File: config.mk
export PLATFORM = sky130hd
export DESIGN_NAME = wordMemory
export DESIGN_NICKNAME = d
export VERILOG_FILES = /design/src/source/wordMemory.sv
export SDC_FILE = /design/constraint.sdc
export NUM_CORES = 2
export LEC_CHECK = 0
export BUFFER_PORTS_ARGS = -buffer_cell sky130_fd_sc_hd__buf_4
export CORE_MARGIN = 4
export CORE_UTILIZATION = 45
export DETAILED_ROUTE_END_ITERATION = 10
export SYNTH_ARGS = -nofsm -noshare
export SYNTH_HDL_FRONTEND = slang
export SYNTH_SLANG_ARGS = --single-unit
File: constraint.sdc
create_clock -name clk -period 5.2 [get_ports clk]
set_input_delay 0.52 -clock clk [delete_from_list [all_inputs] [get_ports clk]]
set_output_delay 0.52 -clock clk [all_outputs]
set_load 0.02 [all_outputs]
File: src/source/wordMemory.sv
`timescale 1ns/1ps

module wordMemory #(
	parameter type entryT = logic [15:0],
	parameter int DEPTH = 256
) (
	input logic clk,
	input logic wrEn,
	input logic [$clog2(DEPTH)-1:0] wrAddr,
	input logic [$clog2(DEPTH)-1:0] rdAddr,
	input entryT wrData,
	output entryT rdData
);

	entryT mem [DEPTH];

	always_ff @(posedge clk) begin
		if (wrEn)
			mem[wrAddr] <= wrData;
	end

	assign rdData = mem[rdAddr]; // asynchronous read.

endmodule

==> impl_metrics.toml <==
[timing]
slew_violations = 0
rsz0062_at_grt = "no"
fmax_mhz = 190
tightest_slew_ps = 1370
min_period_ps = 5260
setup_slack_ps = -56.5
hold_viol_final = 0
period_share_pct = 101
relSlewSlack_pct = 7.53
finalSetupViolations = 2

[synth]
synth_enable_flop_cells = 4096
synth_cells = 7344
synthesis.area_um2 = 158000
ys.flop_type = "edfxtp_1"
syn_area_per_cell_um2 = 21.6
ys_types = 51
synth_seq_area_share_pct = 77.7
syn_nets = 7378
synth_seq_cells = 4096
ys_async_sr_fraction_pct = 0
yosysWarnings = 0

[worst_hold_path]
min_from = "wrData[14]"
hold_path_end = "mem[252][14]"
hp-class = "input port to flip-flop"
holdPathStages = 1

[grt]
grt_pass1_vias = 78900
overflow = 0
grt_pass1_wl_um = 600000
grt_max_degree = 157
antenna_found_initial = 26
track_usage_pct = 23.1

[cells_and_area]
final_area_um2 = 181000
largest_register_ffs = 4096
mostFrequentLayoutCell = "edfxtp_1"
drive_gt1_share_pct = 26.9
fin_util_pct = 51.7
final_cell_mix = "edfxtp_1, mux4_2, buf_4, mux2i_1, clkbuf_16"
fill_cells = 27000
regMostFlops = "mem"
final_nets = 7997
areaGrowthSynthToFinish_pct = 14.3
largestRegisters = "mem: 4096 flops"

[status]
outcome = "complete, but fails checks"
violations = "setup timing"

[clock_tree]
cts_tree = "yes"
cts.sinks = 4096
root_buffer = "clkbuf_16"
clk_pin_slew_worst_paths_ps = 60
numCtsBuffers = 405
post-cts-setup-buffers = 0
ctsHtreeMaxLevel = 5
cts.path.max_buffers = 4

[worst_setup_path]
end_kind = "output port"
critical_path_required_ps = 4680
start_kind = "input port"
path_class = "input port to output port"
critPathArrivalTime_ps = 4740
crit_fanout = 20

[routing]
wirelength_um = 424000
ant_nets = 0
via_per_inst = 6.15
wl_per_cell_um = 32.8
dr.pass1.iters = 6
drt-initial-drc-count = 10100
drcViolationCount = 0
vias = 79400

[placed_design]
pre_cts_ws_ps = -74.3
io_buffers = 49
place_area_um2 = 168000
hpwlAfterDp_um = 257000
place_congestion = 0.884

[die]
die_h_um = 601
core_area_um2 = 350000
die_w_um = 601
num_rows = 217
start_util_pct = 45.3
dieArea_um2 = 362000
pin_count = 50

[job]
drv_cap = 0

[power_and_ir_drop]
p_leak_nw = 57.6
peakVddDrop_uv = 318
power_density_nw_per_um2 = 381
Yosys cell counts (2+ instances only):
| library cell | instances | area share [%] |
|---|---|---|
| edfxtp_1 | 4096 | 78 |
| mux4_2 | 797 | 11 |
| mux2i_1 | 565 | 3.6 |
| nor2_1 | 304 | 0.72 |
| o221ai_1 | 252 | 1.4 |
| clkbuf_1 | 230 | 0.55 |
| a21oi_1 | 175 | 0.55 |
| o22ai_1 | 148 | 0.58 |
| nor3_1 | 92 | 0.29 |
| mux2_2 | 88 | 0.63 |
| buf_6 | 77 | 0.55 |
| buf_2 | 76 | 0.24 |
| a22oi_1 | 43 | 0.20 |
| nand2_1 | 38 | 0.090 |
| o21ai_0 | 37 | 0.12 |
| nand3_1 | 35 | 0.11 |
| a22o_1 | 32 | 0.18 |
| a221oi_1 | 28 | 0.15 |
| buf_1 | 27 | 0.064 |
| buf_4 | 26 | 0.12 |
| nand4_1 | 26 | 0.10 |
| o32ai_1 | 20 | 0.11 |
| a211oi_1 | 18 | 0.085 |
| nor4_1 | 17 | 0.067 |
| o31ai_1 | 16 | 0.076 |
| and3_1 | 11 | 0.043 |
| buf_8 | 11 | 0.10 |
| nor2b_1 | 9 | 0.036 |
| a2111oi_0 | 6 | 0.033 |
| a31oi_1 | 6 | 0.024 |
| buf_12 | 5 | 0.063 |
| or2_2 | 4 | 0.016 |
| inv_1 | 3 | 0.0071 |
| nand2b_1 | 3 | 0.012 |
| nand4b_1 | 3 | 0.017 |
| a21o_1 | 2 | 0.0095 |
| and4_1 | 2 | 0.011 |
| nor4bb_1 | 2 | 0.013 |
| or3_1 | 2 | 0.0079 |
kinds of logic (layout without fill, tap and decap cells):
group	after synthesis	count (layout)	share of synthesized area [%]
other	0	14	0
multiplexers	1450	1450	15.5
flip-flops	4096	4096	77.7
buffers and inverters	456	1416	1.70
AO/OA/AOI/OAI	786	786	3.54
AND/OR/NAND/NOR	556	556	1.58
metal layers:
layer	GRT usage (%)	vias to the layer above	share of wire, %	wire [um]
li1	-	32500	-	-
met1	32.2	42600	40	168000
met2	36.8	3660	48	203000
met3	4.43	667	8.8	37400
met4	7.54	4	3.6	15100
met5	0.119	-	0.018	77
repair_timing:
action | in CTS | in global routing
endpoints found under the setup margin | 1 | 0
resized for setup | 1 | 0
hold buffers | 2 | 0
hold endpoints to repair | 61 | 0
worst max-delay path by stage:
| stage | end | cells after the start | from |
|---|---|---|---|
| after global routing | rdData[1] | 10 | rdAddr[0] |
| after global placement | rdData[9] | 12 | rdAddr[0] |
| final | rdData[4] | 8 | rdAddr[2] |
| after CTS | rdData[11] | 12 | rdAddr[0] |
| after detailed placement | rdData[9] | 12 | rdAddr[0] |
| after floorplan | rdData[11] | 12 | rdAddr[0] |
stage by stage:
stage / power, W / TNS [ps] / hold WS, ps / cells
2_1_floorplan: 0.0389 / 0 / 619 / 7344
3_3_place_gp: 0.0407 / -127 / 955 / 12200
3_5_place_dp: 0.0407 / -83.8 / 964 / 12200
4_1_cts: 0.0696 / 0 / 10.8 / 12900
5_1_grt: 0.0711 / 0 / 39.4 / 12900
6_report: 0.0690 / -86.5 / 29.6 / 12900
power by group:
| group | switching (W) | total (W) | leakage (nW) | internal (W) |
|---|---|---|---|---|
| logic | 0.00233 | 0.00361 | 14.4 | 0.00128 |
| registers | 0.0000150 | 0.0364 | 36.8 | 0.0364 |
| clock network | 0.0123 | 0.0290 | 6.38 | 0.0167 |
critical path, cell delays in order:
cell and delay [ps]:
clkbuf_8 210, nor2_1 1000, a221oi_1 280, a22oi_1 530, nand4_1 340, or4b_1 740
nor4_2 720, buf_4 280
final cells by class:
| class | instances | area (um^2) | share of cell area, % |
|---|---|---|---|
| clock inverters | 249 | 2460 | 1.36 |
| inverters | 4 | 27.5 | 0.0152 |
| diodes | 14 | 35.0 | 0.0193 |
| well taps | 4599 | 5750 | 3.18 |
| repair buffers | 664 | 6050 | 3.34 |
| multi-input cells | 2792 | 33100 | 18.3 |
| clock buffers | 499 | 10700 | 5.89 |
| flip-flops and latches | 4096 | 123000 | 67.9 |
Note: power is estimated with default switching activity, not from simulation.
