$ cat src/source/tsc_consts.svh
`ifndef TSC_CONSTS_SVH
`define TSC_CONSTS_SVH

`define WORD_SIZE 16

`define BNE_OP 4'd0
`define BEQ_OP 4'd1
`define BGZ_OP 4'd2
`define BLZ_OP 4'd3
`define ADI_OP 4'd4
`define ORI_OP 4'd5
`define LHI_OP 4'd6
`define LWD_OP 4'd7
`define SWD_OP 4'd8
`define JMP_OP 4'd9
`define JAL_OP 4'd10
`define ALU_OP 4'd15 // all R-type.

`define FUNC_ADD 6'd0
`define FUNC_SUB 6'd1
`define FUNC_AND 6'd2
`define FUNC_ORR 6'd3
`define FUNC_NOT 6'd4
`define FUNC_TCP 6'd5
`define FUNC_SHL 6'd6
`define FUNC_SHR 6'd7
`define FUNC_JPR 6'd25
`define FUNC_JRL 6'd26
`define FUNC_WWD 6'd28
`define FUNC_HLT 6'd29

`define IMEM_WORDS 256
`define DMEM_WORDS 256

`define LINK_REG 2'd2 // JAL and JRL write here.

`endif

$ cat src/source/tscPkg.sv
`include "tsc_consts.svh"

package tscPkg;

	typedef logic [`WORD_SIZE-1:0] word_t;

	typedef struct packed {
		logic [3:0] opcode;
		logic [1:0] rs;
		logic [1:0] rt;
		logic [1:0] rd;
		logic [5:0] func;
	} instrWord_t;

	// same order as func codes 0..7.
	typedef enum logic [2:0] {ADD, SUB, AND, ORR, NOT, TCP, SHL, SHR} aluOp_t;
	typedef enum logic [1:0] {WB_ALU, WB_MEM, WB_LINK, WB_IMM} wbSel_t;
	typedef enum logic [1:0] {DEST_RD, DEST_RT, DEST_R2} destSel_t;
	typedef enum logic [1:0] {IMM_SIGN, IMM_ZERO, IMM_HIGH} immSel_t;
	typedef enum logic [1:0] {PC_SEQ, PC_TARGET, PC_REG} pcSrc_t;

	typedef struct packed {
		pcSrc_t pcSrc;
		logic regWrite;
		logic aluSrcB; // 1 selects the immediate.
		logic memWrite;
		logic memRead;
		logic branch;
		logic isWwd;
		logic isHalt;
		aluOp_t aluOp;
		wbSel_t wbSel;
		destSel_t destSel;
		immSel_t immSel;
	} ctrlSigs_t;

	typedef struct packed {
		logic irLoad;
		logic opLatch;
		logic exLatch;
		logic memAccess;
		logic commit;
	} stageStrobes_t;

endpackage

$ cat src/source/cpuSequencer.sv
`timescale 1ns/1ps

module cpuSequencer import tscPkg::*; (
	input logic clk,
	input logic rstN,
	input logic start,
	input ctrlSigs_t ctrl,
	output stageStrobes_t strobes,
	output logic decodeValid,
	output logic halted
);

	typedef enum logic [2:0] {
		IDLE, FETCH, DECODE, EXECUTE, MEMORY, WRITEBACK, HALTED
	} state_t;

	state_t state;
	state_t nextState;

	always_ff @(posedge clk) begin
		if (!rstN)
			state <= IDLE;
		else
			state <= nextState;
	end

	always_comb begin
		nextState = state;
		case (state)
			IDLE: if (start) nextState = FETCH;
			FETCH: nextState = DECODE;
			DECODE: nextState = EXECUTE;
			EXECUTE: begin
				if (ctrl.memRead || ctrl.memWrite)
					nextState = MEMORY;
				else
					nextState = WRITEBACK;
			end
			MEMORY: nextState = WRITEBACK;
			WRITEBACK: nextState = ctrl.isHalt ? HALTED : FETCH;
			HALTED: nextState = HALTED; // left only by reset.
			default: nextState = IDLE;
		endcase
	end

	always_comb begin
		strobes.irLoad = (state == FETCH);
		strobes.opLatch = (state == DECODE);
		strobes.exLatch = (state == EXECUTE);
		strobes.memAccess = (state == MEMORY);
		strobes.commit = (state == WRITEBACK);
	end

	assign decodeValid = (state == DECODE) || (state == EXECUTE) ||
		(state == MEMORY) || (state == WRITEBACK);
	assign halted = (state == HALTED);

endmodule

$ cat config.mk
export PLATFORM = sky130hd
export DESIGN_NAME = cpuSequencer
export DESIGN_NICKNAME = d
export VERILOG_FILES = /design/src/source/tscPkg.sv /design/src/source/cpuSequencer.sv
export VERILOG_INCLUDE_DIRS = /design/src /design/src/source
export SDC_FILE = /design/constraint.sdc
export NUM_CORES = 1
export LEC_CHECK = 0
export ABC_AREA = 1
export BUFFER_PORTS_ARGS = -buffer_cell sky130_fd_sc_hd__buf_2
export CORE_AREA = 2 2 39 41
export DETAILED_ROUTE_END_ITERATION = 10
export DIE_AREA = 0 0 41 43
export GPL_ROUTABILITY_DRIVEN = 0
export PLACE_DENSITY = 0.58
export REMOVE_ABC_BUFFERS = 1
export SYNTH_ARGS = -nofsm -noshare
export SYNTH_HDL_FRONTEND = slang
export SYNTH_SLANG_ARGS = --single-unit
$ cat constraint.sdc
create_clock -name clk -period 1 [get_ports clk]
set_clock_uncertainty 0.15 [all_clocks]
set_input_delay 0.1 -clock clk [delete_from_list [all_inputs] [get_ports clk]]
set_output_delay 0.1 -clock clk [all_outputs]
set_load 0.005 [all_outputs]
==> metrics.md <==
| Metric | Value |
|---|---|
| Syn_area_per_cell | 5.55 um^2 |
| Peak VDD IR | 0.497 mV |
| Fraction of final layout cells with drive strength greater than 1 | 0.508 |
| Die width | 41 um |
| Final Max Slew Viols | 0 |
| Total power | 0.540 mW |
| Std-Cell Rows | 14 |
| Gr ovfl total | 0 |
| Num ports | 28 |
| Measured slew at the worst slew-check pin | 157 ps |
| Logic pwr share | 0.309 |
| Post-synthesis xor/xnor area fraction | 0 |
| Synth area leader | dfxtp_1 |
| Sw power | 0.169 mW |
| Share of the synthesized area in the top cell type | 0.264 |
| Pre-Repair DR Iteration Count | 2 |
| CTS tree | built |
| DRT iter0 DRCs | 4 |
| Worst path slowest cell | dfxtp_4 |
| Starting Density | 0.165 |
| Worst EP required | 750 ps |
| Synth cell types | 10 |
| Cells after synthesis | 41 |
| Area contributors post-synth | dfxtp_1 26%, nor2_1 16%, nand3_1 15% |
| Power per cell area | 1280 nW/um^2 |
| Die Area | 1760 um^2 |
| Clock Sinks | 3 |
| Aggregate routed wire length | 611 um |
| Largest net degree at the start of global routing | 8 |
| Root buf cell | clkbuf_4 |
| Max-cap violations | 0 |
| Post-layout util | 0.304 |
| CP max stage delay | 370 ps |
| Largest registers | state: 3 flops |
| Worst path cell trace | buf_6 -> nand2_2 -> nor2_1 -> buf_2 |
| Area of the multi-input gates | 148 um^2 |
| Post-DR vias/cell | 3.99 |
| CP Launch Type | register |
| Post-synthesis adder-cell area fraction | 0 |
| Clock power frac | 0.384 |
| Post-Synth Simple-Gate Area | 0.456 |
| Sequential Area | 71.3 um^2 |
| Vias in the first global route | 278 |
| Largest register FFs | 3 |
| Initial antenna violation count | 0 |
| Routed Antenna Nets | 0 |
| Tcrit/Tclk final | 1.21 |
| CTS H-tree depth | 1 |
| Failing checks | setup timing |
| Final setup viols | 10 |
| Net Sw Frac | 0.312 |
| Critical path class | reg2out |
| Worst hold path class | in2reg |
| TritonCTS Buffers | 3 |
| PnR worst setup slack | -210 ps |
| Fin. Hold Viols | 0 |
| Clk_lat worst skew | 230 ps |
| Synthesized cell area | 228 um^2 |
| Seq cells post-synth | 3 |
| # diodes | 0 |
| Max Clk Rate | 827 MHz |
| Setup TNS | -1330 ps |
| Reg with most FFs | state |
| Die Y | 43 um |
| All-Layer GR Usage | 0.0883 |
| Yosys warnings | 0 |
| RSZ-0062 raised after global routing | yes |
| Post-synthesis sequential area ratio | 0.264 |
| Post-synthesis compound-gate area fraction | 0.0824 |
| Post-route insts no fill | 77 |
| Rel. slew slack | 0.894 |
| Cells after DPL | 70 |
| Leak Pwr | 0.248 nW |
| DR vias | 307 |
| Nets | 83 |
| Core area | 1380 um^2 |
| Crit path max fanout | 4 |
| Fillers | 163 |
| PortBufs | 12 |
| P&R area growth vs syn | 84.6% |
| Final Critical Period | 1210 ps |
| Critical path endpoint category | output pin |
| Flop pwr share | 0.306 |
| Mux share of post-synthesis cell area | 0 |
| First-pass GRT wire length | 1040 um |
| P_int | 0.371 mW |
| WL/cell | 7.94 um |
| Largest family of logic cells by synthesized area | simple AND/OR/NAND/NOR gates |
| Worst Path Arrival | 960 ps |
| Outcome | finished, violations left |
| Clock slew at reported path FFs | 30 ps |
| HPWL Detailed | 440 um |
| Drt drc | 0 |
| Longest Clk Path Bufs | 2 |
-- power groups by stage --
stage                     clock (mW)  combinational [mW]  sequential [mW]
after global routing           0.227               0.192            0.168
after global placement             0               0.135            0.155
after floorplan                    0              0.0797            0.152
after detailed placement           0               0.135            0.155
final                          0.207               0.167            0.165
after CTS                      0.222               0.157            0.161
-- routing by layer --
layer  up-vias  share of wire  GRT usage
li1        169              -          -
met1       132           0.40     0.0833
met2         6           0.55      0.147
met3         0          0.052     0.0314
met4         0              0     0.0600
met5         -              0          0
-- per-stage QoR --
stage                     cell area (um^2)  hold WS [ps]  setup WS, ps
after floorplan                        220          84.9         -38.6
after global placement                 315           219          -100
after detailed placement               315           220          -101
after CTS                              408          32.5          -229
after global routing                   420          85.6          -258
final                                  420          45.1          -210
-- layout make-up --
type / instances / area share
Multi-Input combinational cell: 27 / 0.351
Timing Repair Buffer: 17 / 0.256
Sequential cell: 3 / 0.170
Inverter: 10 / 0.113
Clock buffer: 4 / 0.0625
Tap cell: 16 / 0.0476
-- cells in the final DEF, fill, tap and decap left out, drive strengths merged --
cell type / netlist / final
a21o: 1 / 1
buf: 1 / 16
clkbuf: 0 / 4
dfxtp: 3 / 3
dlygate4sd3: 0 / 1
inv: 10 / 10
nand2: 5 / 5
nand3: 7 / 7
nand4: 2 / 2
nor2: 10 / 10
o21ai: 2 / 2
-- critical path: cells and delay by family (launching register included) --
| family | cells | cell delay [ps] |
|---|---|---|
| simple gates | 2 | 120 |
| buf+inv | 2 | 230 |
| flops | 1 | 370 |
-- logic make-up (layout without fill, tap and decap cells) --
kind of cell | Yosys count | count (layout)
buf+inv | 11 | 31
compound gates | 3 | 3
simple gates | 24 | 24
flops | 3 | 3
-- synthesized netlist by cell type (all sizes together) --
master / n
a21o: 1
dfxtp: 3
o21ai: 2
nor2: 10
nand4: 2
inv: 10
nand3: 7
buf: 1
nand2: 5
-- timing repair --
action                                  CTS  global route
endpoints found under the setup margin   10            10
hold buffers                              1             0
hold endpoints to repair                  2             0
pin swaps                                 3             0
resized for setup                        18             2
setup buffers                             1             1
-- final timing paths --
| kind | start | to | slack [ps] | cells past startpoint |
|---|---|---|---|---|
| setup / recovery | state[2] | halted | -210 | 4 |
| hold / removal | start | state[0] | 50 | 5 |
| setup reg to reg | state[2] | state[0] | -120 | 6 |
| hold reg to reg | state[0] | state[1] | 500 | 3 |
No activity file was read; power rests on OpenSTA's default activity.
