==> src/source/tsc_consts.svh <==
`ifndef TSC_CONSTS_SVH
`define TSC_CONSTS_SVH

`define WORD_SIZE 16

`define BNE_OP 4'd0
`define BEQ_OP 4'd1
`define BGZ_OP 4'd2
`define BLZ_OP 4'd3
`define ADI_OP 4'd4
`define ORI_OP 4'd5
`define LHI_OP 4'd6
`define LWD_OP 4'd7
`define SWD_OP 4'd8
`define JMP_OP 4'd9
`define JAL_OP 4'd10
`define ALU_OP 4'd15 // all R-type.

`define FUNC_ADD 6'd0
`define FUNC_SUB 6'd1
`define FUNC_AND 6'd2
`define FUNC_ORR 6'd3
`define FUNC_NOT 6'd4
`define FUNC_TCP 6'd5
`define FUNC_SHL 6'd6
`define FUNC_SHR 6'd7
`define FUNC_JPR 6'd25
`define FUNC_JRL 6'd26
`define FUNC_WWD 6'd28
`define FUNC_HLT 6'd29

`define IMEM_WORDS 256
`define DMEM_WORDS 256

`define LINK_REG 2'd2 // JAL and JRL write here.

`endif

==> src/source/tscPkg.sv <==
`include "tsc_consts.svh"

package tscPkg;

	typedef logic [`WORD_SIZE-1:0] word_t;

	typedef struct packed {
		logic [3:0] opcode;
		logic [1:0] rs;
		logic [1:0] rt;
		logic [1:0] rd;
		logic [5:0] func;
	} instrWord_t;

	// same order as func codes 0..7.
	typedef enum logic [2:0] {ADD, SUB, AND, ORR, NOT, TCP, SHL, SHR} aluOp_t;
	typedef enum logic [1:0] {WB_ALU, WB_MEM, WB_LINK, WB_IMM} wbSel_t;
	typedef enum logic [1:0] {DEST_RD, DEST_RT, DEST_R2} destSel_t;
	typedef enum logic [1:0] {IMM_SIGN, IMM_ZERO, IMM_HIGH} immSel_t;
	typedef enum logic [1:0] {PC_SEQ, PC_TARGET, PC_REG} pcSrc_t;

	typedef struct packed {
		pcSrc_t pcSrc;
		logic regWrite;
		logic aluSrcB; // 1 selects the immediate.
		logic memWrite;
		logic memRead;
		logic branch;
		logic isWwd;
		logic isHalt;
		aluOp_t aluOp;
		wbSel_t wbSel;
		destSel_t destSel;
		immSel_t immSel;
	} ctrlSigs_t;

	typedef struct packed {
		logic irLoad;
		logic opLatch;
		logic exLatch;
		logic memAccess;
		logic commit;
	} stageStrobes_t;

endpackage

==> src/source/controlUnit.sv <==
`timescale 1ns/1ps
`include "tsc_consts.svh"

module controlUnit import tscPkg::*; (
	input instrWord_t instr,
	input logic decodeValid,
	output ctrlSigs_t ctrl
);

	always_comb begin
		ctrl = '0; // flushed or unknown opcode.
		if (decodeValid) begin
			case (instr.opcode)
				`ALU_OP: begin
					case (instr.func)
						`FUNC_ADD, `FUNC_SUB, `FUNC_AND, `FUNC_ORR,
						`FUNC_NOT, `FUNC_TCP, `FUNC_SHL, `FUNC_SHR: begin
							ctrl.regWrite = 1'b1;
							ctrl.aluOp = aluOp_t'(instr.func[2:0]);
							ctrl.destSel = DEST_RD;
							ctrl.wbSel = WB_ALU;
						end
						`FUNC_WWD: ctrl.isWwd = 1'b1;
						`FUNC_HLT: ctrl.isHalt = 1'b1;
						`FUNC_JPR: ctrl.pcSrc = PC_REG;
						`FUNC_JRL: begin
							ctrl.pcSrc = PC_REG;
							ctrl.regWrite = 1'b1;
							ctrl.destSel = DEST_R2;
							ctrl.wbSel = WB_LINK;
						end
						default: ctrl = '0;
					endcase
				end
				`ADI_OP, `ORI_OP: begin
					ctrl.regWrite = 1'b1;
					ctrl.aluSrcB = 1'b1;
					ctrl.destSel = DEST_RT;
					ctrl.wbSel = WB_ALU;
					ctrl.aluOp = (instr.opcode == `ADI_OP) ? ADD : ORR;
					ctrl.immSel = (instr.opcode == `ADI_OP) ? IMM_SIGN : IMM_ZERO;
				end
				`LHI_OP: begin
					ctrl.regWrite = 1'b1;
					ctrl.destSel = DEST_RT;
					ctrl.wbSel = WB_IMM;
					ctrl.immSel = IMM_HIGH;
				end
				`LWD_OP: begin
					ctrl.regWrite = 1'b1;
					ctrl.aluSrcB = 1'b1; // address is rs + imm.
					ctrl.memRead = 1'b1;
					ctrl.destSel = DEST_RT;
					ctrl.wbSel = WB_MEM;
				end
				`SWD_OP: begin
					ctrl.aluSrcB = 1'b1;
					ctrl.memWrite = 1'b1;
				end
				`BNE_OP, `BEQ_OP, `BGZ_OP, `BLZ_OP: begin
					ctrl.branch = 1'b1; // compares rs with rt.
				end
				`JMP_OP: ctrl.pcSrc = PC_TARGET;
				`JAL_OP: begin
					ctrl.pcSrc = PC_TARGET;
					ctrl.regWrite = 1'b1;
					ctrl.destSel = DEST_R2;
					ctrl.wbSel = WB_LINK;
				end
				default: ctrl = '0;
			endcase
		end
	end

endmodule

==> config.mk <==
export PLATFORM = sky130hd
export DESIGN_NAME = controlUnit
export DESIGN_NICKNAME = d
export VERILOG_FILES = /design/src/source/tscPkg.sv /design/src/source/controlUnit.sv
export VERILOG_INCLUDE_DIRS = /design/src /design/src/source
export SDC_FILE = /design/constraint.sdc
export NUM_CORES = 1
export LEC_CHECK = 0
export ABC_AREA = 1
export BUFFER_PORTS_ARGS = -buffer_cell sky130_fd_sc_hd__buf_2
export CORE_AREA = 8 8 45 47
export DETAILED_ROUTE_END_ITERATION = 12
export DIE_AREA = 0 0 53 55
export PLACE_DENSITY = 0.69
export SLEW_MARGIN = 20
export SYNTH_ARGS = -nofsm -noshare
export SYNTH_HDL_FRONTEND = slang
export SYNTH_SLANG_ARGS = --single-unit
==> constraint.sdc <==
create_clock -name vclk -period 1.4
set_input_delay 0.28 -clock vclk [all_inputs]
set_output_delay 0.28 -clock vclk [all_outputs]
set_load 0.01 [all_outputs]
==> summary.log <==
INFO  hold_path      min-delay-start=instr[14]
INFO  pwr            combinational_group_share_of_total_power=100.0%
INFO  die            initial_standard_cell_utilization_of_the_core=22.5%
INFO  logic_synthesis synthesis.yosys.warnings=0
INFO  global_route   total_routing_resource_utilization_after_global_routing=6.98%
INFO  placement      detailedPlacementHpwl=1010um
INFO  die            die_x=53um
INFO  timing         timing.final.hold_violations=0
INFO  pwr            power.share.switching=63.1%
INFO  drt            wl=1110um
INFO  die            i_o_pin_cnt=35
INFO  drt            vias=503
INFO  setup_path     timing.critical_path.arrival=1.04ns
INFO  logic_synthesis postSynthCellCount=68
INFO  layout         num-clock-buffers=0
INFO  timing         clock.fmax=759MHz
INFO  hold_path      min_delay_worst_endpoint=ctrl[11]
INFO  timing         min_period_over_period=94.1%
INFO  die            floorplan.die_area=0.00292mm2
INFO  die            die-height=55um
INFO  logic_synthesis netlist_top_cells_area=sky130_fd_sc_hd__nor2_1, sky130_fd_sc_hd__nand2_1, sky130_fd_sc_hd__inv_1
INFO  global_route   initial_antenna_violation_count=0
INFO  drt            drt-vias-per-instance=4.45
INFO  pwr            netSwitchingPower=63.1uW
INFO  drt            wl_per_cell=9.82um
INFO  timing         layout_setup_ws=0.0832ns
INFO  global_route   pin_count_of_the_biggest_net_entering_global_routing=8
INFO  logic_synthesis yosysSeqAreaShare=0%
INFO  drt            remaining_drc_errors=0
INFO  drt            ant_nets=0
INFO  die            core_area=0.00138mm2
INFO  layout         design.final.nets=116
INFO  drt            detailedRoute.firstPassIterationCount=4
INFO  logic_synthesis yosysTopAreaCellShare=19.3%
INFO  timing         timing.slew.headroom=88.8%
INFO  setup_path     path_max_fanout=4
INFO  placement      buffer_ports.inserted=29
INFO  timing         setup_viol_count_final=0
INFO  setup_path     required=1.12ns
INFO  setup_path     setup.worst_path.class=in2out
INFO  layout         post_route_cells_drive_above_1_share=46.4%
INFO  setup_path     timing.critical_path.cells=buf_2 -> nand2_2 -> inv_2 -> nand2_2 -> nor2_2 -> a21boi_2 -> buf_2
INFO  pwr            cellLeakagePower=0.000339uW
INFO  setup_path     crit_slowest_cell=sky130_fd_sc_hd__a21boi_2
INFO  placement      gp_congestion=0.731
INFO  global_route   grt_pass1_wl=1700um
INFO  layout         stdcell_area=489um2
INFO  flow_run       maxCapViolations=0
INFO  pwr            p_clk_share=0%
INFO  global_route   global_route_overflow=0
INFO  layout         regArea=0um2
INFO  placement      postPlaceCellArea=477um2
INFO  layout         flops_and_latches=0
INFO  layout         antenna_cells_inserted=0
INFO  drt            detail_route.iter0.violations=7
INFO  layout         syn2layout_area_growth=57.0%
INFO  setup_path     critical_path.top_delay_family=buffers and inverters
INFO  timing         tightest_slew=0.168ns
INFO  hold_path      worstHoldPathType=in2out
INFO  setup_path     worstSetupEndpointType=output port
INFO  setup_path     max_stage_delay=0.16ns
INFO  placement      dp_slack=0.0530ns
INFO  logic_synthesis mappedNetlistNets=85
INFO  timing         drv_slew=0
INFO  timing         post-route-min-period=1.32ns
INFO  logic_synthesis synth_cell_type_count=14
INFO  die            floorplan.rows=14
INFO  pwr            power-per-cell-area=204mW/mm2
INFO  setup_path     crit_path_start_kind=primary input
INFO  pwr            power_frac_seq=0%
INFO  layout         post_route_utilization=35.4%
INFO  global_route   number_of_global_route_vias_before_repair=462
INFO  hold_path      hold_path_depth=3
INFO  logic_synthesis synth_top_area_cell=sky130_fd_sc_hd__nor2_1
INFO  pwr            internal_power_of_the_cells=36.9uW
INFO  status         run_status=finished, final reports clean
INFO  logic_synthesis syn-cell-area=312um2
INFO  setup_path     critPathBufInv=3
INFO  layout         mostFrequentLayoutCells=sky130_fd_sc_hd__buf_2, sky130_fd_sc_hd__nand2_1, sky130_fd_sc_hd__nor2_1
INFO  layout         layout.cells.most_common=sky130_fd_sc_hd__buf_2
INFO  logic_synthesis avgSynthCellArea=4.58um2
INFO  pwr            peak_supply_drop=0.0601mV
==> worst min-delay path, cell delays in order <==
cell	delay, ns
sky130_fd_sc_hd__buf_2	0.13
sky130_fd_sc_hd__nor2_1	0.05
sky130_fd_sc_hd__buf_2	0.13
==> repair_timing <==
item                                    in CTS  in global routing
gates resized for setup                      0                  5
endpoints found under the setup margin       0                  5
setup buffers                                0                  0
hold buffers                                 0                  0
==> per-stage QoR <==
step	hold WS [ns]	cells	TNS [ns]	total power, uW
global route	0.900	113	-0.000735	114
global placement	0.857	113	0	94.4
detailed placement	0.857	113	0	96.4
finish	0.870	113	0	100
CTS	0.858	113	0	96.5
floorplan	0.608	68	0	54.0
==> worst max-delay path by stage <==
stage / endpoint / start / slack [ns] / cells after the start
after floorplan: ctrl[5] / instr[15] / 0.28 / 5
after global placement: ctrl[15] / instr[5] / 0.08 / 7
after detailed placement: ctrl[15] / instr[5] / 0.05 / 7
after CTS: ctrl[15] / instr[5] / 0.06 / 7
after global routing: ctrl[15] / instr[4] / -0.0007 / 8
final: ctrl[17] / instr[14] / 0.08 / 7
==> synth_stat cells <==
| library cell | number |
|---|---|
| sky130_fd_sc_hd__a21boi_2 | 1 |
| sky130_fd_sc_hd__and3_1 | 1 |
| sky130_fd_sc_hd__o22ai_1 | 1 |
| sky130_fd_sc_hd__nand3_1 | 8 |
| sky130_fd_sc_hd__a21oi_1 | 2 |
| sky130_fd_sc_hd__nor2_1 | 16 |
| sky130_fd_sc_hd__nand2_1 | 15 |
| sky130_fd_sc_hd__inv_1 | 12 |
| sky130_fd_sc_hd__nor3_1 | 1 |
| sky130_fd_sc_hd__nor2_2 | 2 |
| sky130_fd_sc_hd__nand2_2 | 3 |
| sky130_fd_sc_hd__nand4_1 | 1 |
| sky130_fd_sc_hd__inv_2 | 3 |
| sky130_fd_sc_hd__nor2_4 | 2 |
==> metal layers <==
metal / routed length, um / global-route usage [%] / share of wire (%) / vias to the layer above
met1: 452 / 7.69 / 41 / 222
met2: 619 / 14.8 / 56 / 16
met4: 0 / 0 / 0 / 0
met5: 0 / 0 / 0 / -
li1: - / - / - / 265
met3: 39 / 0.267 / 3.5 / 0
==> power by group through the flow <==
stage	logic, uW	registers [uW]	clock network, uW
after CTS	96.5	0	0
after global placement	94.4	0	0
after floorplan	54.0	0	0
after detailed placement	96.4	0	0
after global routing	114	0	0
final	100	0	0
==> cell type report <==
class | count | area (um2)
fillers | 165 | 895
well taps | 16 | 20.0
inverters | 15 | 56.3
repair buffers | 29 | 145
multi-input cells | 53 | 268
==> cell families after synthesis <==
| group | share of synthesized area [%] |
|---|---|
| buf+inv | 18.1 |
| simple gates | 73.1 |
| compound gates | 8.84 |
No activity file was read; power rests on OpenSTA's default activity.
