$ cat src/source/tsc_consts.svh
`ifndef TSC_CONSTS_SVH
`define TSC_CONSTS_SVH

`define WORD_SIZE 16

`define BNE_OP 4'd0
`define BEQ_OP 4'd1
`define BGZ_OP 4'd2
`define BLZ_OP 4'd3
`define ADI_OP 4'd4
`define ORI_OP 4'd5
`define LHI_OP 4'd6
`define LWD_OP 4'd7
`define SWD_OP 4'd8
`define JMP_OP 4'd9
`define JAL_OP 4'd10
`define ALU_OP 4'd15 // all R-type.

`define FUNC_ADD 6'd0
`define FUNC_SUB 6'd1
`define FUNC_AND 6'd2
`define FUNC_ORR 6'd3
`define FUNC_NOT 6'd4
`define FUNC_TCP 6'd5
`define FUNC_SHL 6'd6
`define FUNC_SHR 6'd7
`define FUNC_JPR 6'd25
`define FUNC_JRL 6'd26
`define FUNC_WWD 6'd28
`define FUNC_HLT 6'd29

`define IMEM_WORDS 256
`define DMEM_WORDS 256

`define LINK_REG 2'd2 // JAL and JRL write here.

`endif

$ cat src/source/tscPkg.sv
`include "tsc_consts.svh"

package tscPkg;

	typedef logic [`WORD_SIZE-1:0] word_t;

	typedef struct packed {
		logic [3:0] opcode;
		logic [1:0] rs;
		logic [1:0] rt;
		logic [1:0] rd;
		logic [5:0] func;
	} instrWord_t;

	// same order as func codes 0..7.
	typedef enum logic [2:0] {ADD, SUB, AND, ORR, NOT, TCP, SHL, SHR} aluOp_t;
	typedef enum logic [1:0] {WB_ALU, WB_MEM, WB_LINK, WB_IMM} wbSel_t;
	typedef enum logic [1:0] {DEST_RD, DEST_RT, DEST_R2} destSel_t;
	typedef enum logic [1:0] {IMM_SIGN, IMM_ZERO, IMM_HIGH} immSel_t;
	typedef enum logic [1:0] {PC_SEQ, PC_TARGET, PC_REG} pcSrc_t;

	typedef struct packed {
		pcSrc_t pcSrc;
		logic regWrite;
		logic aluSrcB; // 1 selects the immediate.
		logic memWrite;
		logic memRead;
		logic branch;
		logic isWwd;
		logic isHalt;
		aluOp_t aluOp;
		wbSel_t wbSel;
		destSel_t destSel;
		immSel_t immSel;
	} ctrlSigs_t;

	typedef struct packed {
		logic irLoad;
		logic opLatch;
		logic exLatch;
		logic memAccess;
		logic commit;
	} stageStrobes_t;

endpackage

$ cat src/source/alu.sv
`timescale 1ns/1ps
`include "tsc_consts.svh"

module alu import tscPkg::*; (
	input aluOp_t op,
	input word_t a,
	input word_t b,
	input logic [3:0] opcode,
	output word_t result,
	output logic branchTaken
);

	always_comb begin
		case (op)
			ADD: result = a + b;
			SUB: result = a - b;
			AND: result = a & b;
			ORR: result = a | b;
			NOT: result = ~a;
			TCP: result = ~a + 1'b1;
			SHL: result = {a[`WORD_SIZE-2:0], 1'b0};
			SHR: result = {a[`WORD_SIZE-1], a[`WORD_SIZE-1:1]}; // keeps sign.
			default: result = '0;
		endcase
	end

	always_comb begin
		case (opcode)
			`BNE_OP: branchTaken = (a != b);
			`BEQ_OP: branchTaken = (a == b);
			`BGZ_OP: branchTaken = ($signed(a) > 0);
			`BLZ_OP: branchTaken = a[`WORD_SIZE-1];
			default: branchTaken = 1'b0;
		endcase
	end

endmodule

$ cat src/source/execDatapath.sv
`timescale 1ns/1ps
`include "tsc_consts.svh"

module execDatapath import tscPkg::*; (
	input logic clk,
	input logic rstN,
	input stageStrobes_t strobes,
	input ctrlSigs_t ctrl,
	input instrWord_t instrIn,
	output instrWord_t instr,
	output word_t pc,
	output word_t memAddr,
	output word_t memWrData,
	input word_t memRdData,
	output logic memWrEn,
	output word_t outputPort,
	output logic wwdStrobe
);

	word_t rdA, rdB;
	word_t opA, opB;
	word_t aluB, aluRes, resultReg, mdr;
	word_t immSign, immExt, pcPlus1, jumpTarget, wbData, outReg;
	logic aluTaken, takenReg;
	logic [1:0] wrAddr;

	assign immSign = {{(`WORD_SIZE-8){instr[7]}}, instr[7:0]};
	assign pcPlus1 = pc + 1'b1;
	assign jumpTarget = {pc[`WORD_SIZE-1:12], instr[11:0]};

	always_comb begin
		case (ctrl.immSel)
			IMM_ZERO: immExt = {{(`WORD_SIZE-8){1'b0}}, instr[7:0]};
			IMM_HIGH: immExt = {instr[7:0], 8'h00};
			default: immExt = immSign;
		endcase
	end

	regFile regFile_i (
		.clk(clk),
		.wrEn(strobes.commit && ctrl.regWrite),
		.rdAddrA(instr.rs),
		.rdAddrB(instr.rt),
		.wrAddr(wrAddr),
		.wrData(wbData),
		.rdDataA(rdA),
		.rdDataB(rdB)
	);

	assign aluB = ctrl.aluSrcB ? immExt : opB;

	alu alu_i (
		.op(ctrl.aluOp),
		.a(opA),
		.b(aluB),
		.opcode(instr.opcode),
		.result(aluRes),
		.branchTaken(aluTaken)
	);

	always_ff @(posedge clk) begin
		if (strobes.irLoad)
			instr <= instrIn;
		if (strobes.opLatch) begin
			opA <= rdA;
			opB <= rdB;
		end
		if (strobes.exLatch) begin
			resultReg <= aluRes;
			takenReg <= aluTaken && ctrl.branch;
		end
		if (strobes.memAccess && ctrl.memRead)
			mdr <= memRdData;
	end

	always_comb begin
		case (ctrl.destSel)
			DEST_RT: wrAddr = instr.rt;
			DEST_R2: wrAddr = `LINK_REG;
			default: wrAddr = instr.rd;
		endcase
		case (ctrl.wbSel)
			WB_MEM: wbData = mdr;
			WB_LINK: wbData = pcPlus1;
			WB_IMM: wbData = immExt;
			default: wbData = resultReg;
		endcase
	end

	always_ff @(posedge clk) begin
		if (!rstN) begin
			pc <= '0;
			outReg <= '0;
		end else if (strobes.commit) begin
			case (ctrl.pcSrc)
				PC_TARGET: pc <= jumpTarget;
				PC_REG: pc <= opA;
				default: pc <= takenReg ? pcPlus1 + immSign : pcPlus1;
			endcase
			if (ctrl.isWwd)
				outReg <= opA;
		end
	end

	assign memAddr = resultReg;
	assign memWrData = opB; // rt holds the store data.
	assign memWrEn = strobes.memAccess && ctrl.memWrite;

	// value is visible during the strobe itself.
	assign wwdStrobe = strobes.commit && ctrl.isWwd;
	assign outputPort = wwdStrobe ? opA : outReg;

endmodule

$ cat src/source/regFile.sv
`timescale 1ns/1ps

module regFile import tscPkg::*; (
	input logic clk,
	input logic wrEn,
	input logic [1:0] rdAddrA,
	input logic [1:0] rdAddrB,
	input logic [1:0] wrAddr,
	input word_t wrData,
	output word_t rdDataA,
	output word_t rdDataB
);

	word_t regs [4];

	always_ff @(posedge clk) begin
		if (wrEn)
			regs[wrAddr] <= wrData;
	end

	assign rdDataA = regs[rdAddrA];
	assign rdDataB = regs[rdAddrB];

endmodule

$ cat config.mk
export PLATFORM = sky130hd
export DESIGN_NAME = execDatapath
export DESIGN_NICKNAME = d
export VERILOG_FILES = /design/src/source/tscPkg.sv /design/src/source/alu.sv /design/src/source/execDatapath.sv /design/src/source/regFile.sv
export VERILOG_INCLUDE_DIRS = /design/src /design/src/source
export SDC_FILE = /design/constraint.sdc
export NUM_CORES = 1
export LEC_CHECK = 0
export ABC_AREA = 1
export BUFFER_PORTS_ARGS = -buffer_cell sky130_fd_sc_hd__buf_2
export CAP_MARGIN = 15
export CORE_MARGIN = 4
export CORE_UTILIZATION = 40
export DETAILED_ROUTE_END_ITERATION = 12
export PLACE_DENSITY = 0.66
export SLEW_MARGIN = 20
export SYNTH_ARGS = -nofsm -noshare
export SYNTH_HDL_FRONTEND = slang
export SYNTH_HIERARCHICAL = 1
export SYNTH_SLANG_ARGS = --single-unit
$ cat constraint.sdc
create_clock -name clk -period 4.54 [get_ports clk]
set_clock_uncertainty 0.15 [all_clocks]
set_input_delay 0.227 -clock clk [delete_from_list [all_inputs] [get_ports clk]]
set_output_delay 0.227 -clock clk [all_outputs]
set_load 0.02 [all_outputs]
==> flow_metrics.py <==
metrics = {
    "outcome": {
        "outcome": "completed",
    },
    "worst_setup_path": {
        "worst_path_dominant_cell_family": "simple AND/OR/NAND/NOR gates",
        "crit_top_cell": "nand2_1",
        "critPathArrivalTime_ns": 3.41,
        "slowest_stage": "nor2_1",
        "cp.required_ns": 4.58,
        "worst-setup-path-type": "in -> reg",
        "critPathLaunchType": "primary input",
        "end_kind": "flip-flop",
        "cpPeakStageDelay_ns": 0.46,
        "cp.buffers_inverters": 5,
        "critPathMaxFanout": 9,
        "crit_chain": "buf_2 > inv_1 > ha_1 > nor2_1 > clkinv_1 > nand3_1 > nand2_1 > inv_1 > ha_1 > inv_1 > a21oi_1 > nand2_1 > nand2_1 > nand2_1 > nand2_1 > nand3_1 > nand3_1 > nand3_1",
    },
    "clock_tree": {
        "cts_root_buf": "clkbuf_16",
        "clk_latency_ns": 0.45,
        "post_cts_buffers": 0,
        "path_clk_slew_ns": 0.08,
        "clock-sinks": 177,
        "htree_num_levels": 4,
        "clock_path_buffers": 2,
        "cts_resized": 0,
        "cts_inserted_buffers": 17,
        "ctsHoldBuffers": 33,
        "cts_tree": "done",
    },
    "synth": {
        "synth.largest_area_cell": "edfxtp_1",
        "synth_top_area_share_pct": 34.14,
        "synth_fp_nets": 1870,
        "ys_seq_elements": 177,
        "synth_ff_type": "edfxtp_1",
        "avgSynthCellArea_sq_um": 7.337,
        "synth_commonest_cells": "528 x nand2_1, 270 x inv_1, 172 x nand3_1",
        "ys_seq_area_share_pct": 39.17,
        "async_reset_ff_share_pct": 0,
        "yosysMostFrequentCell": "nand2_1",
        "netlist_instances": 1738,
        "yosysWarnings": 6,
        "synth_edf_count": 145,
        "synth.cell_area_sq_mm": 0.01275,
        "ys_types": 47,
        "ys_top_cells_by_area": "edfxtp_1 34%, nand2_1 16%, inv_1 7.9%",
    },
    "min_path": {
        "min_path_type": "in -> reg",
    },
    "route": {
        "routed_via_density": 5.481,
        "num_vias": 12580,
        "drtPass1Iterations": 9,
        "drt_iter0_drc": 1711,
        "drt-total-wl_microns": 45420,
        "ant_nets": 0,
        "wl_per_cell_microns": 19.78,
        "drc": 0,
    },
    "layout": {
        "ff_latch_area_sq_mm": 0.004995,
        "synthToLayoutAreaGrowth_pct": 14.42,
        "fill_cells": 3030,
        "nets": 2012,
        "drive_gt1_share_pct": 12.73,
        "multiInputGateArea_sq_mm": 0.006332,
    },
    "floorplan": {
        "rows": 65,
        "core_sq_mm": 0.03147,
        "die-area_sq_mm": 0.03480,
        "initial_core_util_pct": 40.52,
        "fp.dieW_microns": 186.6,
        "pin_count": 139,
        "die_height_microns": 186.6,
    },
    "grt": {
        "met2_usage_pct": 42.84,
        "grt_max_degree": 37,
        "antenna_found_initial": 2,
        "grt_overflow": 0,
        "top_usage_layer": "met2",
        "grt_pass1_wl_microns": 68500,
        "grt_pass1_vias": 11880,
        "met1_usage_pct": 32.11,
        "grt.total_usage_pct": 25.20,
        "met3_usage_pct": 4.508,
    },
    "power_and_ir_drop": {
        "p_per_area_mw_per_mm2": 339.0,
        "power_mw": 4.946,
        "leakagePower_nw": 7.184,
        "vdd_ir_drop_max_mv": 0.3109,
    },
    "sta": {
        "slew_headroom_pct": 32.61,
        "setup_viol": 0,
        "setup_slack_ns": 1.166,
        "max_freq_mhz": 296.4,
        "min_period_ns": 3.374,
        "rsz0062_at_grt": "false",
        "hold_viol_final": 0,
        "worst_slew_pin_slew_ns": 1.008,
        "fin_setup_tns_ns": 0,
        "drv_slew": 0,
        "finalCritPeriodShare_pct": 74.31,
    },
    "placement": {
        "port_buffers": 137,
        "place.gp.congestion": 0.9813,
        "dp_hpwl_microns": 33550,
        "dp_slack_ns": 0.7765,
    },
    "flow_run": {
        "max-cap-violations": 0,
    },
}
==> placed cells by master (no fill, tap or decap), types with 8 or more instances in the layout <==
master and count:
nand2_1 528, inv_1 270, nand3_1 172, edfxtp_1 145, buf_2 137, nor2_1 115
ha_1 72, a21oi_1 68, o21ai_0 57, dlygate4sd3_1 33, dfxtp_1 32, nand4_1 28
or2_2 17, inv_2 17, clkbuf_16 17, o2111ai_1 16, xor2_1 14, o22ai_1 14
nor3_1 11, o21ai_1 10, o21bai_1 10, a31oi_1 9, buf_4 8
==> metal layers <==
metal	share of wire, %	vias up
met4	4.0	2
met5	0.031	-
li1	-	5947
met2	47	688
met1	39	5828
met3	9.7	119
==> area by class of cell <==
| cell class | instances | area share (%) |
|---|---|---|
| multi-input combinational | 1212 | 43.40 |
| antenna | 1 | 0.01715 |
| inverter | 294 | 7.597 |
| clock inverter | 15 | 1.020 |
| tap | 402 | 3.447 |
| clock buffer | 17 | 2.915 |
| sequential | 177 | 34.23 |
| timing repair buffer | 178 | 7.374 |
==> path summary, 6_finish.rpt <==
path | start | to | slack, ns | depth (start not counted)
worst max-delay path | ctrl[0] | memAddr[11] | 1.17 | 18
worst min-delay path | rstN | pc[0] | 0.03 | 3
worst max register to register | instr[1] | takenReg | 1.27 | 14
worst min register to register | outReg[13] | outReg[13] | 0.42 | 3
==> flip-flops by register name, indices dropped and copies added, names as in the netlist <==
signal	flops
takenReg	1
opA	16
memWrData	16
memAddr	16
mdr	16
outReg	16
instr	16
pc	16
regFile_i/regs	64
==> through the flow <==
step / std cells / hold WS, ns / area [sq um] / util, %
after floorplan: 1738 / 0.1759 / 12750 / -
after global placement: 2230 / 0.2541 / 13680 / 43.47
after detailed placement: 2230 / 0.2551 / 13680 / 43.47
after CTS: 2295 / 0.01490 / 14590 / 46.34
after global routing: 2296 / 0.02991 / 14590 / 46.36
final: 2296 / 0.03256 / 14590 / 46.36
==> power breakdown <==
group | switching (mW) | internal (mW)
sequential | 0.171 | 1.90
clock | 0.744 | 0.729
combinational | 0.964 | 0.435
total | 1.88 | 3.07
==> kinds of logic (layout without fill, tap and decap cells) <==
group	Yosys count	in the layout	share of synthesized area, %
AND/OR/NAND/NOR	903	903	30.28
XOR/XNOR	18	18	1.413
adder cells (fa/ha/maj)	75	75	7.535
buffers and inverters	349	504	11.45
other	0	1	0
flip-flops	177	177	39.17
AO/OA/AOI/OAI	216	216	10.15
==> worst min-delay path, stage by stage <==
cell and delay (ns):
buf_2 0.20, o21ai_0 0.11, a31oi_1 0.04
(Power assumes the default switching activity.)
