`src/source/tsc_consts.svh`:
```
`ifndef TSC_CONSTS_SVH
`define TSC_CONSTS_SVH

`define WORD_SIZE 16

`define BNE_OP 4'd0
`define BEQ_OP 4'd1
`define BGZ_OP 4'd2
`define BLZ_OP 4'd3
`define ADI_OP 4'd4
`define ORI_OP 4'd5
`define LHI_OP 4'd6
`define LWD_OP 4'd7
`define SWD_OP 4'd8
`define JMP_OP 4'd9
`define JAL_OP 4'd10
`define ALU_OP 4'd15 // all R-type.

`define FUNC_ADD 6'd0
`define FUNC_SUB 6'd1
`define FUNC_AND 6'd2
`define FUNC_ORR 6'd3
`define FUNC_NOT 6'd4
`define FUNC_TCP 6'd5
`define FUNC_SHL 6'd6
`define FUNC_SHR 6'd7
`define FUNC_JPR 6'd25
`define FUNC_JRL 6'd26
`define FUNC_WWD 6'd28
`define FUNC_HLT 6'd29

`define IMEM_WORDS 256
`define DMEM_WORDS 256

`define LINK_REG 2'd2 // JAL and JRL write here.

`endif

```
`src/source/tscPkg.sv`:
```
`include "tsc_consts.svh"

package tscPkg;

	typedef logic [`WORD_SIZE-1:0] word_t;

	typedef struct packed {
		logic [3:0] opcode;
		logic [1:0] rs;
		logic [1:0] rt;
		logic [1:0] rd;
		logic [5:0] func;
	} instrWord_t;

	// same order as func codes 0..7.
	typedef enum logic [2:0] {ADD, SUB, AND, ORR, NOT, TCP, SHL, SHR} aluOp_t;
	typedef enum logic [1:0] {WB_ALU, WB_MEM, WB_LINK, WB_IMM} wbSel_t;
	typedef enum logic [1:0] {DEST_RD, DEST_RT, DEST_R2} destSel_t;
	typedef enum logic [1:0] {IMM_SIGN, IMM_ZERO, IMM_HIGH} immSel_t;
	typedef enum logic [1:0] {PC_SEQ, PC_TARGET, PC_REG} pcSrc_t;

	typedef struct packed {
		pcSrc_t pcSrc;
		logic regWrite;
		logic aluSrcB; // 1 selects the immediate.
		logic memWrite;
		logic memRead;
		logic branch;
		logic isWwd;
		logic isHalt;
		aluOp_t aluOp;
		wbSel_t wbSel;
		destSel_t destSel;
		immSel_t immSel;
	} ctrlSigs_t;

	typedef struct packed {
		logic irLoad;
		logic opLatch;
		logic exLatch;
		logic memAccess;
		logic commit;
	} stageStrobes_t;

endpackage

```
`src/source/instCounter.sv`:
```
`timescale 1ns/1ps

module instCounter import tscPkg::*; (
	input logic clk,
	input logic rstN,
	input logic retire,
	output word_t numInst
);

	always_ff @(posedge clk) begin
		if (!rstN)
			numInst <= '0;
		else if (retire)
			numInst <= numInst + 1'b1; // wraps.
	end

endmodule

```
`config.mk`:
```
export PLATFORM = sky130hd
export DESIGN_NAME = instCounter
export DESIGN_NICKNAME = d
export VERILOG_FILES = /design/src/source/tscPkg.sv /design/src/source/instCounter.sv
export VERILOG_INCLUDE_DIRS = /design/src /design/src/source
export SDC_FILE = /design/constraint.sdc
export NUM_CORES = 1
export LEC_CHECK = 0
export BUFFER_PORTS_ARGS = -buffer_cell sky130_fd_sc_hd__buf_4
export CORE_MARGIN = 2
export CORE_UTILIZATION = 45
export CTS_CLUSTER_SIZE = 10
export DETAILED_ROUTE_END_ITERATION = 6
export GPL_TIMING_DRIVEN = 1
export PLACE_DENSITY_LB_ADDON = 0.3
export SETUP_SLACK_MARGIN = 0.05
export SKIP_CTS_REPAIR_TIMING = 1
export SYNTH_ARGS = -nofsm -noshare
export SYNTH_HDL_FRONTEND = slang
export SYNTH_SLANG_ARGS = --single-unit
```
`constraint.sdc`:
```
create_clock -name clk -period 1.4 [get_ports clk]
set_input_delay 0.14 -clock clk [delete_from_list [all_inputs] [get_ports clk]]
set_output_delay 0.14 -clock clk [all_outputs]
set_load 0.02 [all_outputs]
```
==> results of run 1 <==
==> path summary, 6_finish.rpt <==
check / start / to / slack (ps) / cells after the start
worst min register to register: numInst[15]$_SDFFE_PN0P_ / numInst[15]$_SDFFE_PN0P_ / 480 / 2
worst max-delay path: numInst[8]$_SDFFE_PN0P_ / numInst[14]$_SDFFE_PN0P_ / 6 / 4
worst min-delay path: rstN / numInst[15]$_SDFFE_PN0P_ / 140 / 3
worst max register to register: numInst[8]$_SDFFE_PN0P_ / numInst[14]$_SDFFE_PN0P_ / 6 / 4
==> final cells by class <==
type                    count  area [µm²]  area share (%)
clock buffers               4       36.28           3.251
repair buffers             27       206.4           18.50
multi-input cells          61       483.0           43.27
inverters                   4       15.01           1.345
well taps                  16       20.02           1.794
flip-flops and latches     16       355.3           31.84
==> layout by cell type, fill, tap and decap left out, types with 3 or more instances in the layout <==
| master | n |
|---|---|
| xor2_1 | 4 |
| dfxtp_4 | 9 |
| mux2i_1 | 4 |
| nor4_4 | 3 |
| inv_1 | 4 |
| nor2_1 | 12 |
| clkbuf_4 | 3 |
| buf_4 | 26 |
| nand2_1 | 9 |
| xnor2_1 | 6 |
| dfxtp_1 | 6 |
==> through the flow <==
stage | cell area [µm²] | cells | worst slack [ps] | hold slack (ps) | TNS [ps]
floorplan | 809.5 | 83 | 19.38 | 286.3 | 0
global placement | 1013 | 123 | 54.86 | 442.1 | 0
detailed placement | 1013 | 123 | -45.44 | 446.2 | -47.64
CTS | 1050 | 127 | -47.28 | 140.1 | -60.31
global route | 1116 | 128 | -56.90 | 145.3 | -85.08
finish | 1116 | 128 | 6.232 | 139.7 | 0
==> synth_stat cells, drive strengths merged <==
| library cell | instances | area, µm² |
|---|---|---|
| a21oi | 2 | 10.01 |
| and3 | 1 | 7.510 |
| clkbuf | 2 | 7.510 |
| dfxtp | 16 | 320.3 |
| ha | 1 | 12.51 |
| inv | 4 | 15.01 |
| mux2i | 4 | 40.04 |
| nand2 | 10 | 37.54 |
| nand2b | 2 | 12.51 |
| nand3 | 3 | 15.01 |
| nand4 | 3 | 33.78 |
| nor2 | 12 | 45.04 |
| nor3 | 3 | 15.01 |
| nor4 | 4 | 40.04 |
| nor4b | 1 | 8.760 |
| o21ai | 1 | 5.000 |
| o41ai | 1 | 8.760 |
| or2 | 1 | 6.260 |
| or3 | 1 | 7.510 |
| or3b | 1 | 8.760 |
| xnor2 | 6 | 52.55 |
| xor2 | 4 | 35.03 |
==> power by group through the flow <==
stage                     Sequential (mW)  Clock, mW  Combinational [mW]
after floorplan                     0.478          0              0.0197
after global placement              0.470          0              0.0489
after detailed placement            0.471          0              0.0505
after CTS                           0.460      0.311              0.0507
after global routing                0.459      0.328              0.0559
final                               0.458      0.307              0.0517
==> per-layer routing <==
layer	track usage [%]	share of wire, %	vias up
met4	9.091	0.61	0
li1	-	-	339
met2	30.14	52	13
met5	0	0	-
met3	2.449	3.5	2
met1	21.05	44	316
==> cell families after synthesis <==
kind of cell,Yosys count
compound gates,4
xor+xnor,10
flops,16
mux,4
fa+ha+maj,1
simple gates,42
buf+inv,6
==> critical path, delay by kind of cell, from the launching register on <==
| kind | cells | cell delay (ps) |
|---|---|---|
| flip-flops | 1 | 360 |
| multiplexers | 1 | 210 |
| AND/OR/NAND/NOR | 3 | 760 |
==> metrics.txt, run 1 <==
Crit Path Max Fanout=4; fill count=116; pin count of the biggest net entering global routing=14; max_slew headroom=73.17%; CTS clock-pin slew for the worst setup and hold paths=100 ps; TritonCTS Sinks=16; H-tree Lvls=1; row count=14; worst skew pair latency=290 ps; drt pass-1 iters=4; antenna violations before repair=0; Critical Path Source Type=register; clk buf depth=2; Int Pwr=628.2 µW; clock power share=37.6%; status=completed; count of cell types in the netlist=24; CP Data Arrival Time=1620 ps; VDD IR max=570.5 µV; global route total overflow=0; Max Cap Viol=0; Worst-Margin Slew=402.0 ps; first-pass GRT wire length=2566 µm; vias per cell=5.234; final hold vios=0; xor-xnor portion of the synthesized cell area=11.76%; Final Util=73.23%; Placer Congestion=0.7555; post-DP HPWL=1153 µm; Synth Area in Adders=1.681%; overall global routing resource usage=17.58%; compound-gate portion of the synthesized area=3.193%; DRC Markers=0; CP peak stage delay=360 ps; Root Driver=clkbuf_4; multiplexer share of the synthesized area=5.378%; Final nets=117; critical-path cell list=nand4_1, or2_4, nor4_4, mux2i_1; Cell Area, Synth=744.5 µm²; Top Registers=numInst: 16 flops; FF+latch count, synth=16; Final ANT Viol Nets=0; Core ar.=1524 µm²; # setup viols final=0; fin. max-slew vios=0; Syn Area/Cell=8.969 µm²; Mapped Cells=83; Die Wd=44.68 µm; Die Area=1996 µm²; WL/cell=12.82 µm; Leak=0.4818 nW; unrepaired setup endpoints after global routing=yes; syn nets=87; Hold Crit Class=in2reg; power density cells=732.0 nW/µm²; Slowest cell on crit path=dfxtp_4; Initial Utilization=48.85%; nature of the critical path endpoint=register; layout cells sized above 1=48.21%; Worst Skew=9.207 ps; Layout Area Growth over Synthesis=49.92%; Port Buffers=18; Period Utilization, post-route=99.55%; post-synthesis simple-gate area fraction=31.93%; Fmax=0.7175 GHz; max reg flops=16; # IOs=19; minimum clock period=1394 ps; largest reg by FF count=numInst; sequential share of the synthesized area=43.03%; via count=670; CTS buffer count=3; CTS tree=built; YS warnings=0; Crit Path Class=reg2reg; chip height=44.68 µm; Routed WL=1641 µm; # diodes=0; Initial DRC Count=16; Net Sw Frac=23.10%; sw power=188.7 µW; vias in the first global route=603; Flop pwr share=56.1%; overall power=816.9 µW; Comb pwr share=6.3%; main combinational cell family by area after synthesis=simple AND/OR/NAND/NOR gates; Critical Path RT=1630 ps
Note: power is estimated with default switching activity, not from simulation.
==> inputs of run 2 (changes only) <==
Settings changed: PLACE_DENSITY set to 0.84, PLACE_DENSITY_LB_ADDON 0.3 to unset.
==> metrics.txt, run 2 (synthesized netlist as in run 1, its figures left out) <==
nature of the critical path endpoint=register; largest reg by FF count=numInst; unrepaired setup endpoints after global routing=yes; CTS tree=built; max_slew headroom=71.57% (-1.6 points); chip height=44.68 µm (unchanged); Die Area=1996 µm² (unchanged); worst skew pair latency=290 ps (about the same); Worst-Margin Slew=426.0 ps (+24.02 ps); Layout Area Growth over Synthesis=50.25%; final hold vios=0 (unchanged); CTS buffer count=3 (unchanged); post-DP HPWL=1155 µm (+0.12%); row count=14 (unchanged); max reg flops=16 (unchanged); Leak=0.4872 nW (+1.1%); placed insts=122 (-0.81%); most frequent cells in the layout=26 x buf_4, 12 x nor2_1, 9 x nand2_1; pin count of the biggest net entering global routing=14 (unchanged); Critical Path Source Type=register; met3 WL post-DR=71 µm (+22%); pre-CTS setup slack=-43.73 ps (+1.710 ps); Final nets=117 (unchanged); via count=709 (+5.8%); # diodes=0 (unchanged); TritonCTS Sinks=16 (unchanged); minimum clock period=1459 ps (+65.71 ps); fill count=100 (-14%); Root Driver=clkbuf_4; first-pass GRT wire length=2532 µm (-1.3%); failing checks=negative setup slack; Initial Utilization=48.85% (unchanged); multi-input logic area=498.0 µm² (+3.1%); Placer Congestion=0.7685 (+1.7%); CP Data Arrival Time=1680 ps (+60 ps); Top Layer Used=met4; global route total overflow=0 (unchanged); CTS clock-pin slew for the worst setup and hold paths=100 ps (about the same); vias per cell=5.539 (+5.8%); Routed WL=1813 µm (+10%); VDD IR max=705.0 µV (+24%); DRC Markers=0 (unchanged); met2 routed WL=874 µm (+2.1%); clk buf depth=2 (unchanged); overall global routing resource usage=17.86% (+0.28 points); drt pass-1 iters=4 (unchanged); Crit Path Max Fanout=4 (unchanged); # setup viols final=4 (+4); vias in the first global route=574 (-4.8%); Top Registers=numInst: 16 flops; status=finished, violations left; Max Cap Viol=0 (unchanged); Sequential Area=352.8 µm² (-0.70%); fin cells=128 (unchanged); Worst Skew=10.32 ps (+1.112 ps); power density cells=693.7 nW/µm² (-5.2%); Crit Path Class=reg2reg; post-route setup slack=-59.48 ps (-65.71 ps); Final ANT Viol Nets=0 (unchanged); Fmax=0.6852 GHz (-4.5%); metal1 wirelength=852 µm (+19%); WL/cell=14.16 µm (+10%); Port Buffers=18 (unchanged); antenna violations before repair=0 (unchanged); Die Wd=44.68 µm (unchanged); fin. max-slew vios=0 (unchanged); Period Utilization, post-route=104.2% (+4.7 points); Critical Path RT=1620 ps (about the same); Hold Crit Class=in2reg; Initial DRC Count=19 (+3); # IOs=19 (unchanged); commonest non-fill, non-tap cell in the layout=buf_4; layout cells sized above 1=49.11% (+0.89 points); H-tree Lvls=1 (unchanged); Core ar.=1524 µm² (unchanged)
run 2: area by class of cell:
class                      count  area share, %
tap                           16          1.790
multi-input combinational     61          44.52
clock buffer                   4          2.349
sequential                    16          31.54
timing repair buffer          27          18.46
inverter                       4          1.342
run 2: report_power, final:
| part | internal, mW | total (mW) | switching [mW] |
|---|---|---|---|
| sequential | 0.450 | 0.461 | 0.0105 |
| combinational | 0.0223 | 0.0528 | 0.0305 |
| clock | 0.111 | 0.262 | 0.152 |
| total | 0.583 | 0.776 | 0.193 |
run 2: path summary, 6_finish.rpt:
check,from,endpoint,slack [ps],depth (start not counted)
worst max-delay path,numInst[7]$_SDFFE_PN0P_,numInst[13]$_SDFFE_PN0P_,-60,5
worst min-delay path,rstN,numInst[14]$_SDFFE_PN0P_,160,3
worst max register to register,numInst[7]$_SDFFE_PN0P_,numInst[13]$_SDFFE_PN0P_,-60,5
worst min register to register,numInst[14]$_SDFFE_PN0P_,numInst[14]$_SDFFE_PN0P_,490,2
run 2: per-layer routing:
| metal | vias to the layer above | global-route usage [%] |
|---|---|---|
| met2 | 14 | 28.99 |
| met5 | - | 0 |
| li1 | 338 | - |
| met4 | 0 | 9.091 |
| met1 | 355 | 21.41 |
| met3 | 2 | 4.898 |
run 2: metrics by stage:
step / hold slack, ps / total power, mW / TNS (ps) / utilization [%] / instance area, µm²
after floorplan: 286.3 / 0.4975 / 0 / - / 809.5
after global placement: 440.5 / 0.5194 / 0 / 66.01 / 1006
after detailed placement: 455.2 / 0.5211 / -43.73 / 66.01 / 1006
after CTS: 159.8 / 0.7702 / -91.51 / 67.73 / 1032
after global routing: 164.4 / 0.8095 / -351.9 / 73.40 / 1119
final: 158.6 / 0.7759 / -96.71 / 73.40 / 1119
run 2: worst max-delay path, cell delays in order, from the launching register on:
cell and delay, ps:
dfxtp_4 380, nand4_1 150, buf_6 170, nor4_4 170, or3b_1 390, a21oi_2 120
==> inputs of run 3 (changes only) <==
Settings changed: CORE_UTILIZATION 45 to 48, CTS_BUF_LIST set to sky130_fd_sc_hd__clkbuf_8, PLACE_DENSITY 0.84 to 0.88.
==> metrics.txt, run 3 (synthesized netlist as in run 1, its figures left out) <==
Worst Hold Depth=3 (unchanged); Core ar.=1471 µm² (-3.4%); Port Buffers=18 (unchanged); Initial DRC Count=15 (-4); clock power share=40.9% (+7.1 points); Comb pwr share=6.2% (-0.6 points); Hold Path Origin=rstN; max reg flops=16 (unchanged); H-tree Lvls=1 (unchanged); placed insts=123 (+0.82%); worst r2r dst=numInst[13]$_SDFFE_PN0P_; vias in the first global route=619 (+7.8%); post-route setup slack=2.839 ps (+62.31 ps); CP Data Arrival Time=1580 ps (-100 ps); minimum clock period=1397 ps (-62.31 ps); CTS tree=built; post-DP HPWL=1147 µm (-0.70%); most frequent cells in the layout=25 x buf_4, 12 x nor2_1, 9 x nand2_1; Root Driver=clkbuf_8; chip height=43.38 µm (-2.9%); Die Area=1882 µm² (-5.7%); CTS buffer count=3 (unchanged); r2r setup slk=3 ps (+60 ps); Placer Congestion=0.7416 (-3.5%); Crit. Startpoint=numInst[7]$_SDFFE_PN0P_; Sequential Area=352.8 µm² (unchanged); row count=14 (unchanged); multi-input logic area=489.2 µm² (-1.8%); Initial Utilization=50.60% (+1.7 points); # diodes=0 (unchanged); clk buf depth=2 (unchanged); overall global routing resource usage=18.32% (+0.46 points); worst hold path endpoint=numInst[14]$_SDFFE_PN0P_; Critical Path Source Type=register; fin cells=130 (+1.6%); Fmax=0.7157 GHz (+4.5%); Flop pwr share=52.9% (-6.5 points); Int Pwr=667.9 µW (+15%); # IOs=19 (unchanged); Worst Skew=3.007 ps (-7.312 ps); sw power=203.5 µW (+5.6%); overall power=871.4 µW (+12%); Die Wd=43.38 µm (-2.9%); global route total overflow=0 (unchanged); via count=706 (-0.42%); WL/cell=13.88 µm (-2.0%); VDD IR max=704.8 µV (about the same); final hold vios=0 (unchanged); Leak=0.4879 nW (+0.13%); CTS clock-pin slew for the worst setup and hold paths=60 ps (-40 ps); Hold Crit Class=in2reg; layout cells sized above 1=50.00% (+0.89 points); r2r startpoint=numInst[7]$_SDFFE_PN0P_; pre-CTS setup slack=-42.32 ps (+1.404 ps); drt pass-1 iters=4 (unchanged); Layout Area Growth over Synthesis=54.29%; first-pass GRT wire length=2601 µm (+2.7%); fill count=96 (-4.0%); antenna violations before repair=0 (unchanged); # setup viols final=0 (-4); vias per cell=5.431 (-2.0%); TritonCTS Sinks=16 (unchanged); pin count of the biggest net entering global routing=14 (unchanged); Critical Path RT=1580 ps (-40 ps); Final ANT Viol Nets=0 (unchanged); Top Registers=numInst: 16 flops; Routed WL=1805 µm (-0.44%); power density cells=758.7 nW/µm² (+9.4%); Max Cap Viol=0 (unchanged); unrepaired setup endpoints after global routing=yes; largest reg by FF count=numInst; Crit Path Class=reg2reg; Final nets=119 (+1.7%); Crit Path Max Fanout=3 (-1); commonest non-fill, non-tap cell in the layout=buf_4; DRC Markers=0 (unchanged); Net Sw Frac=23.36% (-1.5 points); Worst-Margin Slew=445.9 ps (+19.95 ps); Period Utilization, post-route=99.80% (-4.5 points); R2R depth=5 (unchanged); nature of the critical path endpoint=register; status=completed; fin. max-slew vios=0 (unchanged); worst skew pair latency=250 ps (-40 ps); max_slew headroom=70.24% (-1.3 points)
-- run 3: cell count changes in the layout (fill, tap and decap cells not counted), sizes merged --
cell    previous run  this run
buf               27        29
clkbuf             4         3
clkinv             0         1
-- run 3: layout make-up --
class / instances / share of cell area [%]
flip-flops and latches: 16 / 30.72
multi-input cells: 61 / 42.59
well taps: 16 / 1.743
clock inverters: 1 / 0.3268
clock buffers: 3 / 3.595
repair buffers: 29 / 19.72
inverters: 4 / 1.307
-- run 3: worst max-delay path by stage --
stage,end,cells after the start
2_1_floorplan,numInst[13]$_SDFFE_PN0P_,4
3_3_place_gp,numInst[10]$_SDFFE_PN0P_,5
3_5_place_dp,numInst[10]$_SDFFE_PN0P_,5
4_1_cts,numInst[10]$_SDFFE_PN0P_,5
5_1_grt,numInst[13]$_SDFFE_PN0P_,5
6_report,numInst[13]$_SDFFE_PN0P_,5
-- run 3: metal layers --
metal | wire length [µm] | global-route usage (%) | part of all wire (%)
met3 | 60 | 2.500 | 3.3
met4 | 44 | 9.091 | 2.4
met2 | 877 | 30.75 | 49
met5 | 0 | 0 | 0
met1 | 823 | 23.04 | 46
-- run 3: power groups by stage --
stage	sequential, mW	combinational [mW]	clock (mW)
4_1_cts	0.461	0.0505	0.356
3_3_place_gp	0.470	0.0496	0
3_5_place_dp	0.471	0.0503	0
6_report	0.461	0.0540	0.357
2_1_floorplan	0.478	0.0197	0
5_1_grt	0.461	0.0590	0.374
-- run 3: worst max-delay path, cell delays in order (launching register included) --
cell	delay [ps]
dfxtp_4	340
nand4_1	160
buf_6	170
nor4_4	150
or3b_1	380
a21oi_2	120
-- run 3: per-stage QoR --
step / TNS [ps] / util, % / cell area, µm² / hold slack [ps]
floorplan: 0 / - / 809.5 / 286.3
global placement: 0 / 68.88 / 1013 / 441.6
detailed placement: -42.32 / 68.88 / 1013 / 453.6
CTS: -65.54 / 71.94 / 1059 / 191.9
global route: -227.8 / 78.06 / 1149 / 213.1
finish: 0 / 78.06 / 1149 / 190.5
